==> config.mk <==
export PLATFORM = sky130hd
export DESIGN_NAME = attention_pe
export DESIGN_NICKNAME = d
export VERILOG_FILES = /design/src/hw/attn_pkg.sv /design/src/hw/score_unit.sv /design/src/hw/score_fifo.sv /design/src/hw/softmax_accum.sv /design/src/hw/vector_divider.sv /design/src/hw/attention_pe.sv
export SDC_FILE = /design/constraint.sdc
export NUM_CORES = 2
export LEC_CHECK = 0
export BUFFER_PORTS_ARGS = -buffer_cell sky130_fd_sc_hd__buf_2
export CAP_MARGIN = 15
export CORE_MARGIN = 4
export CORE_UTILIZATION = 30
export DETAILED_ROUTE_END_ITERATION = 10
export PLACE_DENSITY = 0.46
export SLEW_MARGIN = 20
export SYNTH_ARGS = -nofsm -noshare
export SYNTH_HDL_FRONTEND = slang
export SYNTH_HIERARCHICAL = 1
export SYNTH_SLANG_ARGS = --single-unit
==> constraint.sdc <==
create_clock -name clk -period 21.5 [get_ports clk]
set_input_delay 3.225 -clock clk [delete_from_list [all_inputs] [get_ports clk]]
set_output_delay 3.225 -clock clk [all_outputs]
set_load 0.02 [all_outputs]
==> src/hw/attn_pkg.sv <==
// Attention element package with shared widths, sizes and FSM state types
`default_nettype none

package attn_pkg;

    // Vector shape
    localparam int EMBED_DIM  = 4;   // Elements per q, k and v vector
    localparam int ELEM_W     = 8;   // q and k signed, v unsigned
    localparam int MAX_KEYS   = 64;  // Longest key run for one query
    localparam int KEY_CNT_W  = $clog2(MAX_KEYS);

    // Dot-product score, full precision for EMBED_DIM signed products
    localparam int SCORE_W    = 2 * ELEM_W + $clog2(EMBED_DIM);

    // Base-2 weights in Q1.15
    localparam int WEIGHT_FRAC = 15;
    localparam int WEIGHT_W    = WEIGHT_FRAC + 1;
    localparam int WEIGHT_ONE  = 1 << WEIGHT_FRAC;  // 1.0
    localparam int SHIFT_CAP   = 16;                // Weight is zero at this shift
    localparam int SHIFT_W     = $clog2(SHIFT_CAP + 1);

    // Accumulators sized so MAX_KEYS full-weight terms never overflow
    localparam int ACC_W = ELEM_W + WEIGHT_FRAC + KEY_CNT_W + 1;
    localparam int SUM_W = WEIGHT_W + KEY_CNT_W;

    // Score FIFO
    localparam int FIFO_DEPTH = 4;
    localparam int FIFO_PTR_W = $clog2(FIFO_DEPTH);
    localparam int FIFO_CNT_W = $clog2(FIFO_DEPTH + 1);

    // Output divider, one quotient bit per cycle
    localparam int QBIT_W     = $clog2(ELEM_W);
    localparam int ELEM_IDX_W = $clog2(EMBED_DIM);
    localparam int DIV_STEPS  = EMBED_DIM * ELEM_W;
    localparam int DIV_CNT_W  = $clog2(DIV_STEPS + 1);

    typedef enum logic [1:0] {
        ACC_IDLE,     // Waiting for the first key of a query
        ACC_RUN,      // Folding in later keys
        ACC_HANDOFF   // Sums held for the divider
    } accum_state_t;

    typedef enum logic [1:0] {
        DIV_IDLE,
        DIV_RUN,
        DIV_DONE
    } div_state_t;

endpackage

`default_nettype wire

==> src/hw/score_unit.sv <==
// Score unit, one register stage computing the q.k score and passing v and last along
`default_nettype none

module score_unit import attn_pkg::*; (
    input  logic                                  clk,
    input  logic                                  arst_n,

    // Input beat
    input  logic                                  in_valid,
    output logic                                  in_ready,
    input  logic [EMBED_DIM-1:0][ELEM_W-1:0]      in_q,
    input  logic [EMBED_DIM-1:0][ELEM_W-1:0]      in_k,
    input  logic [EMBED_DIM-1:0][ELEM_W-1:0]      in_v,
    input  logic                                  in_last,

    // Toward the score FIFO
    output logic                                  sc_valid,
    input  logic                                  sc_ready,
    output logic signed [SCORE_W-1:0]             sc_score,
    output logic [EMBED_DIM-1:0][ELEM_W-1:0]      sc_v,
    output logic                                  sc_last
);

    logic                      run_en;            // Set one cycle after reset release
    logic                      load;
    logic signed [SCORE_W-1:0] prod [EMBED_DIM];
    logic signed [SCORE_W-1:0] score_sum;

    // Stage is free when empty or when its beat leaves this cycle
    assign in_ready = run_en && (!sc_valid || sc_ready);
    assign load     = in_valid && in_ready;

    // Signed products sign-extended to the score width before summing
    always_comb begin
        score_sum = '0;
        for (int j = 0; j < EMBED_DIM; j++) begin
            prod[j]   = $signed(in_q[j]) * $signed(in_k[j]);
            score_sum = score_sum + prod[j];
        end
    end

    always_ff @(posedge clk or negedge arst_n) begin
        if (!arst_n) begin
            run_en   <= 1'b0;
            sc_valid <= 1'b0;
        end else begin
            run_en <= 1'b1;
            if (load) begin
                sc_valid <= 1'b1;
            end else if (sc_ready) begin
                sc_valid <= 1'b0;  // Held beat taken, nothing behind it
            end
        end
    end

    always_ff @(posedge clk) begin
        if (load) begin
            sc_score <= score_sum;
            sc_v     <= in_v;
            sc_last  <= in_last;
        end
    end

endmodule

`default_nettype wire

==> src/hw/score_fifo.sv <==
// Score FIFO, a small circular buffer between scoring and accumulation
`default_nettype none

module score_fifo import attn_pkg::*; (
    input  logic                                  clk,
    input  logic                                  arst_n,

    // Write side
    input  logic                                  sc_valid,
    output logic                                  sc_ready,
    input  logic signed [SCORE_W-1:0]             sc_score,
    input  logic [EMBED_DIM-1:0][ELEM_W-1:0]      sc_v,
    input  logic                                  sc_last,

    // Read side
    output logic                                  fq_valid,
    input  logic                                  fq_ready,
    output logic signed [SCORE_W-1:0]             fq_score,
    output logic [EMBED_DIM-1:0][ELEM_W-1:0]      fq_v,
    output logic                                  fq_last
);

    logic signed [SCORE_W-1:0]        score_mem [FIFO_DEPTH];
    logic [EMBED_DIM-1:0][ELEM_W-1:0] v_mem     [FIFO_DEPTH];
    logic [FIFO_DEPTH-1:0]            last_mem;

    logic                  run_en;
    logic [FIFO_PTR_W-1:0] wr_ptr;
    logic [FIFO_PTR_W-1:0] rd_ptr;
    logic [FIFO_CNT_W-1:0] count;
    logic                  wr_en;
    logic                  rd_en;

    assign sc_ready = run_en && (count != FIFO_CNT_W'(FIFO_DEPTH));
    assign fq_valid = (count != '0);
    assign wr_en    = sc_valid && sc_ready;
    assign rd_en    = fq_valid && fq_ready;

    assign fq_score = score_mem[rd_ptr];
    assign fq_v     = v_mem[rd_ptr];
    assign fq_last  = last_mem[rd_ptr];

    always_ff @(posedge clk or negedge arst_n) begin
        if (!arst_n) begin
            run_en <= 1'b0;
            wr_ptr <= '0;
            rd_ptr <= '0;
            count  <= '0;
        end else begin
            run_en <= 1'b1;
            if (wr_en) wr_ptr <= wr_ptr + 1'b1;  // Power-of-two depth wraps naturally
            if (rd_en) rd_ptr <= rd_ptr + 1'b1;
            if (wr_en && !rd_en) begin
                count <= count + 1'b1;
            end else if (rd_en && !wr_en) begin
                count <= count - 1'b1;
            end
        end
    end

    always_ff @(posedge clk) begin
        if (wr_en) begin
            score_mem[wr_ptr] <= sc_score;
            v_mem[wr_ptr]     <= sc_v;
            last_mem[wr_ptr]  <= sc_last;
        end
    end

endmodule

`default_nettype wire

==> src/hw/softmax_accum.sv <==
// Softmax accumulator, online maximum with base-2 weighted sums of values and weights
`default_nettype none

module softmax_accum import attn_pkg::*; (
    input  logic                                  clk,
    input  logic                                  arst_n,

    // From the score FIFO
    input  logic                                  fq_valid,
    output logic                                  fq_ready,
    input  logic signed [SCORE_W-1:0]             fq_score,
    input  logic [EMBED_DIM-1:0][ELEM_W-1:0]      fq_v,
    input  logic                                  fq_last,

    // Toward the divider
    output logic                                  acc_valid,
    input  logic                                  acc_ready,
    output logic [EMBED_DIM-1:0][ACC_W-1:0]       acc_vec,
    output logic [SUM_W-1:0]                      acc_sum
);

    accum_state_t state;

    logic signed [SCORE_W-1:0]       m_r;   // Running maximum score
    logic [SUM_W-1:0]                l_r;   // Weight sum
    logic [EMBED_DIM-1:0][ACC_W-1:0] o_r;   // Weighted value sums

    logic                        take;
    logic                        first;
    logic                        rising;
    logic signed [SCORE_W:0]     diff;
    logic [SCORE_W:0]            mag;
    logic [SHIFT_W-1:0]          sh;
    logic [WEIGHT_W-1:0]         w_new;
    logic signed [SCORE_W-1:0]   m_nxt;
    logic [SUM_W-1:0]            l_base;
    logic [SUM_W-1:0]            l_nxt;
    logic [EMBED_DIM-1:0][ACC_W-1:0] o_base;
    logic [EMBED_DIM-1:0][ACC_W-1:0] o_nxt;

    assign fq_ready  = (state != ACC_HANDOFF);
    assign acc_valid = (state == ACC_HANDOFF);
    assign acc_vec   = o_r;
    assign acc_sum   = l_r;
    assign take      = fq_valid && fq_ready;
    assign first     = (state == ACC_IDLE);

    // Distance of the new score from the running max, capped at SHIFT_CAP
    assign diff   = SCORE_W'(fq_score) - SCORE_W'(m_r);
    assign rising = (diff > 0);
    assign mag    = rising ? diff : -diff;
    assign sh     = (mag > SHIFT_CAP) ? SHIFT_W'(SHIFT_CAP) : mag[SHIFT_W-1:0];

    always_comb begin
        if (first || rising) begin
            w_new = WEIGHT_W'(WEIGHT_ONE);   // New entry is the max, full weight
            m_nxt = fq_score;
        end else begin
            w_new = WEIGHT_W'(WEIGHT_ONE) >> sh;
            m_nxt = m_r;
        end

        // Older terms drop out on a new query, rescale on a new max
        if (first) begin
            l_base = '0;
            o_base = '0;
        end else if (rising) begin
            l_base = l_r >> sh;
            for (int j = 0; j < EMBED_DIM; j++) o_base[j] = o_r[j] >> sh;
        end else begin
            l_base = l_r;
            o_base = o_r;
        end

        l_nxt = l_base + SUM_W'(w_new);
        for (int j = 0; j < EMBED_DIM; j++) begin
            o_nxt[j] = o_base[j] + ACC_W'(fq_v[j]) * ACC_W'(w_new);
        end
    end

    always_ff @(posedge clk or negedge arst_n) begin
        if (!arst_n) begin
            state <= ACC_IDLE;
        end else begin
            case (state)
                ACC_IDLE, ACC_RUN: begin
                    if (take) state <= fq_last ? ACC_HANDOFF : ACC_RUN;
                end
                ACC_HANDOFF: begin
                    if (acc_ready) state <= ACC_IDLE;  // Divider has the sums
                end
                default: state <= ACC_IDLE;
            endcase
        end
    end

    always_ff @(posedge clk) begin
        if (take) begin
            m_r <= m_nxt;
            l_r <= l_nxt;
            o_r <= o_nxt;
        end
    end

endmodule

`default_nettype wire

==> src/hw/vector_divider.sv <==
// Output divider, restoring division of each value sum by the weight sum
`default_nettype none

module vector_divider import attn_pkg::*; (
    input  logic                                  clk,
    input  logic                                  arst_n,

    // From the accumulator
    input  logic                                  acc_valid,
    output logic                                  acc_ready,
    input  logic [EMBED_DIM-1:0][ACC_W-1:0]       acc_vec,
    input  logic [SUM_W-1:0]                      acc_sum,

    // Normalized output
    output logic                                  out_valid,
    input  logic                                  out_ready,
    output logic [EMBED_DIM-1:0][ELEM_W-1:0]      out_vec
);

    div_state_t state;

    logic [DIV_CNT_W-1:0]            cnt;     // Elem index in upper bits, bit step in lower
    logic [EMBED_DIM-1:0][ACC_W-1:0] num_r;
    logic [SUM_W-1:0]                den_r;
    logic [ACC_W-1:0]                rem_r;
    logic [EMBED_DIM-1:0][ELEM_W-1:0] quot_r;

    logic                  commit;
    logic [ELEM_IDX_W-1:0] elem_idx;
    logic [QBIT_W-1:0]     bit_idx;
    logic [ACC_W-1:0]      rem_cur;
    logic [ACC_W-1:0]      trial;
    logic [ACC_W:0]        diff;

    assign acc_ready = (state == DIV_IDLE);
    assign out_valid = (state == DIV_DONE);
    assign commit    = (cnt == DIV_CNT_W'(DIV_STEPS));

    // Quotient is a weighted mean of 8-bit values, so eight bits MSB first suffice
    assign elem_idx = cnt[QBIT_W +: ELEM_IDX_W];
    assign bit_idx  = QBIT_W'(ELEM_W - 1) - cnt[QBIT_W-1:0];
    assign rem_cur  = (cnt[QBIT_W-1:0] == '0) ? num_r[elem_idx] : rem_r;
    assign trial    = ACC_W'(den_r) << bit_idx;
    assign diff     = {1'b0, rem_cur} - {1'b0, trial};  // MSB set means restore

    always_ff @(posedge clk or negedge arst_n) begin
        if (!arst_n) begin
            state <= DIV_IDLE;
            cnt   <= '0;
        end else begin
            case (state)
                DIV_IDLE: if (acc_valid) begin
                    state <= DIV_RUN;
                    cnt   <= '0;
                end
                DIV_RUN: begin
                    if (commit) state <= DIV_DONE;
                    else        cnt   <= cnt + 1'b1;
                end
                DIV_DONE: if (out_ready) state <= DIV_IDLE;
                default: state <= DIV_IDLE;
            endcase
        end
    end

    always_ff @(posedge clk) begin
        if (acc_valid && acc_ready) begin
            num_r <= acc_vec;
            den_r <= acc_sum;
        end
        if (state == DIV_RUN) begin
            if (commit) begin
                out_vec <= quot_r;   // Extra step publishes all elements at once
            end else begin
                rem_r                     <= diff[ACC_W] ? rem_cur : diff[ACC_W-1:0];
                quot_r[elem_idx][bit_idx] <= ~diff[ACC_W];
            end
        end
    end

endmodule

`default_nettype wire

==> src/hw/attention_pe.sv <==
// Attention PE top, score unit feeding a FIFO, softmax accumulator and output divider
`default_nettype none

module attention_pe import attn_pkg::*; (
    input  logic                                  clk,
    input  logic                                  arst_n,

    // Key/value stream with the query on every beat
    input  logic                                  in_valid,
    output logic                                  in_ready,
    input  logic [EMBED_DIM-1:0][ELEM_W-1:0]      in_q,
    input  logic [EMBED_DIM-1:0][ELEM_W-1:0]      in_k,
    input  logic [EMBED_DIM-1:0][ELEM_W-1:0]      in_v,
    input  logic                                  in_last,

    // One output vector per query
    output logic                                  out_valid,
    input  logic                                  out_ready,
    output logic [EMBED_DIM-1:0][ELEM_W-1:0]      out_vec
);

    // Score unit to FIFO
    logic                             sc_valid;
    logic                             sc_ready;
    logic signed [SCORE_W-1:0]        sc_score;
    logic [EMBED_DIM-1:0][ELEM_W-1:0] sc_v;
    logic                             sc_last;

    // FIFO to accumulator
    logic                             fq_valid;
    logic                             fq_ready;
    logic signed [SCORE_W-1:0]        fq_score;
    logic [EMBED_DIM-1:0][ELEM_W-1:0] fq_v;
    logic                             fq_last;

    // Accumulator to divider
    logic                             acc_valid;
    logic                             acc_ready;
    logic [EMBED_DIM-1:0][ACC_W-1:0]  acc_vec;
    logic [SUM_W-1:0]                 acc_sum;

    score_unit u_score_unit (
        .clk      (clk),
        .arst_n   (arst_n),
        .in_valid (in_valid),
        .in_ready (in_ready),
        .in_q     (in_q),
        .in_k     (in_k),
        .in_v     (in_v),
        .in_last  (in_last),
        .sc_valid (sc_valid),
        .sc_ready (sc_ready),
        .sc_score (sc_score),
        .sc_v     (sc_v),
        .sc_last  (sc_last)
    );

    score_fifo u_score_fifo (
        .clk      (clk),
        .arst_n   (arst_n),
        .sc_valid (sc_valid),
        .sc_ready (sc_ready),
        .sc_score (sc_score),
        .sc_v     (sc_v),
        .sc_last  (sc_last),
        .fq_valid (fq_valid),
        .fq_ready (fq_ready),
        .fq_score (fq_score),
        .fq_v     (fq_v),
        .fq_last  (fq_last)
    );

    softmax_accum u_softmax_accum (
        .clk       (clk),
        .arst_n    (arst_n),
        .fq_valid  (fq_valid),
        .fq_ready  (fq_ready),
        .fq_score  (fq_score),
        .fq_v      (fq_v),
        .fq_last   (fq_last),
        .acc_valid (acc_valid),
        .acc_ready (acc_ready),
        .acc_vec   (acc_vec),
        .acc_sum   (acc_sum)
    );

    vector_divider u_vector_divider (
        .clk       (clk),
        .arst_n    (arst_n),
        .acc_valid (acc_valid),
        .acc_ready (acc_ready),
        .acc_vec   (acc_vec),
        .acc_sum   (acc_sum),
        .out_valid (out_valid),
        .out_ready (out_ready),
        .out_vec   (out_vec)
    );

endmodule

`default_nettype wire

==> impl_metrics.tcl <==
set metrics [dict create \
    status "finished, final reports clean" \
    final_cell_mix "inv_1, fa_1, edfxtp_1" \
    post_cts_buffers 0 \
    cts_tree "built" \
    die_w_um 479.7 \
    ant_nets 0 \
    wl_um 222400 \
    cts_made_buffers 82 \
    tightest_slew_ps 1198 \
    final_util_pct 33.29 \
    arrival_ps 15580 \
    mappedNetlistArea_um2 66760 \
    hpwl_um 171100 \
    path_clk_slew_ps 60 \
    drv_slew 0 \
    synth_seq_cells 671 \
    synth_top_family_by_area "adder cells" \
    grt_pass1_vias 49990 \
    ys_warn_count 6 \
    fin_skew_ps 38.53 \
    fmax_ghz 0.06606 \
    cp_slowest_stage_delay_ps 820 \
    clock_path_buffers 3 \
    die_area_um2 230200 \
    period_share_pct 70.40 \
    fp.dieH_um 479.7 \
    gp_congestion 0.9340 \
    synthFlopType "edfxtp_1" \
    yosysSeqAreaShare_pct 30.03 \
    maxSlewHeadroom_pct 19.81 \
    port_buffers 134 \
    num_vias 48210 \
    drive_above_1_share_pct 9.570 \
    synthMuxAreaShare_pct 9.076 \
    cp_top_family "compound AO/OA/AOI/OAI gates" \
    grt_use_total_pct 19.15 \
    critPathKind "reg2reg" \
    rows 172 \
    required_ps 21940 \
    cp-end-kind "register" \
    h-tree-depth 3 \
    num_io_pins 135 \
    setup_violations 0 \
    wire_per_inst_um 23.64 \
    cts.sinks 671 \
    period_minus_slack_ps 15140 \
    worstHoldPathType "reg2reg" \
    grt_start_max_net_pins 83 \
    vias_per_cell 5.124 \
    synthArstFlopShare_pct 2.981 \
    critPathMaxFanout 59 \
    synthSimpleGateAreaFrac_pct 13.12 \
    syn_inst 6330 \
    fin_hold_ws_ps 416.7 \
    clk_latency_ps 700 \
    crit_slowest_cell "xnor2_1" \
    synth-xor-area-share_pct 2.408 \
    hold_viol 0 \
    rsz0062_at_grt "false" \
    crit_buf_inv 8 \
    max-cap-violations 0 \
    syn2layout_area_growth_pct 10.00 \
    worst_setup_path_start_kind "register" \
    grt_pass1_wl_um 331800 \
    synth_cell_types 108 \
    syn-num-nets 7542 \
    drt_iter0_markers 3769 \
    cts_resized 0 \
    synth_compound_area_share_pct 8.533 \
    drc 0 \
    synthAdderAreaFrac_pct 29.21 \
    antenna_found_initial 32 \
    nets 7583 \
    coreArea_um2 220600 \
    setup_tns_ps 0 \
    synth-edff-count 651 \
    avgSynthCellArea_um2 10.55 \
    nFillCells 22460 \
    grt-ovfl-total 0 \
    ctsRootBufferMaster "clkbuf_16" \
    layout_commonest_cell "inv_1" \
    first_pass_iters 6 \
    start_util_pct 30.27 \
    postCtsHoldBufs 0 \
]
==> sequential cells by signal, indices dropped and copies added, names as in the netlist, 22 cells and up <==
| name | count |
|---|---|
| u_score_fifo/score_mem | 72 |
| u_score_fifo/v_mem | 128 |
| u_score_unit/sc_v | 32 |
| u_softmax_accum/acc_sum | 22 |
| u_softmax_accum/acc_vec | 120 |
| u_vector_divider/den_r | 22 |
| u_vector_divider/num_r | 120 |
| u_vector_divider/out_vec | 32 |
| u_vector_divider/quot_r | 32 |
| u_vector_divider/rem_r | 30 |
==> path summary, 6_finish.rpt <==
check	from	slack, ps	depth (start not counted)	endpoint
setup / recovery	u_score_fifo/rd_ptr[1]	6360	48	u_softmax_accum/acc_vec[29]
hold reg to reg	u_vector_divider/quot_r[6]	420	0	u_vector_divider/out_vec[6]
setup reg to reg	u_score_fifo/rd_ptr[1]	6360	48	u_softmax_accum/acc_vec[29]
min in group asynchronous	arst_n	2530	1	u_softmax_accum/state[0]
max in group asynchronous	arst_n	18510	1	u_score_fifo/rd_ptr[0]
hold / removal	u_vector_divider/quot_r[6]	420	0	u_vector_divider/out_vec[6]
==> cell families (layout without fill, tap and decap cells) <==
kind of cell	Yosys count	count (layout)
AND/OR/NAND/NOR	1764	1764
XOR/XNOR	182	182
AO/OA/AOI/OAI	851	851
adder cells (fa/ha/maj)	1111	1111
buffers and inverters	1270	1377
multiplexers	479	479
flip-flops	671	671
other	2	16
==> synth_stat cells, types with 28 or more instances <==
cell type | number | area (um^2)
mux2i_1 | 307 | 3073
buf_2 | 64 | 320.3
mux4_2 | 89 | 2004
and2_1 | 498 | 3115
ha_1 | 365 | 4567
a21o_1 | 48 | 360.4
xnor2_1 | 124 | 1086
clkbuf_1 | 147 | 551.8
a21oi_1 | 238 | 1191
nor2b_1 | 38 | 237.7
nand3_1 | 117 | 585.6
nand2b_1 | 32 | 200.2
a211oi_1 | 28 | 210.2
inv_1 | 1002 | 3761
nand2_1 | 615 | 2308
xor2_1 | 57 | 499.2
mux2_2 | 79 | 889.6
a22oi_1 | 38 | 285.3
fa_1 | 746 | 14930
and3_1 | 37 | 231.5
o22ai_1 | 29 | 181.4
nor3_1 | 65 | 325.3
nor2_1 | 258 | 968.4
edfxtp_1 | 651 | 19550
o21ai_0 | 153 | 765.7
==> layer usage <==
| layer | vias to the layer above | share of wire, % | wire length [um] | GRT usage [%] |
|---|---|---|---|---|
| met4 | 20 | 4.6 | 10140 | 7.759 |
| met3 | 493 | 6.2 | 13750 | 3.225 |
| met2 | 1690 | 47 | 105600 | 31.96 |
| met1 | 24650 | 42 | 92830 | 24.68 |
| met5 | - | 0.060 | 134 | 0 |
| li1 | 21360 | - | - | - |
==> area by class of cell <==
class / count / area (um^2) / area share [%]
Antenna cell: 14 / 35.03 / 0.04771
Inverter: 1003 / 3765 / 5.127
Multi-Input combinational cell: 4389 / 41870 / 57.01
Tap cell: 2958 / 3701 / 5.040
Sequential cell: 671 / 20060 / 27.31
Timing Repair Buffer: 224 / 1378 / 1.876
Clock buffer: 99 / 2158 / 2.939
Clock inverter: 51 / 480.5 / 0.6542
==> per-stage QoR <==
stage          setup slack [ps]  cells  area, um^2
6_report                   6363   9409       73440
3_5_place_dp               6282   9242       70710
5_1_grt                    5413   9396       73410
4_1_cts                    6265   9392       73350
3_3_place_gp               6533   9242       70710
2_1_floorplan             10090   6330       66760
Power is left out: the tool's default activity adds up to more than one toggle a clock period on the data nets, which glitch-free logic cannot reach.
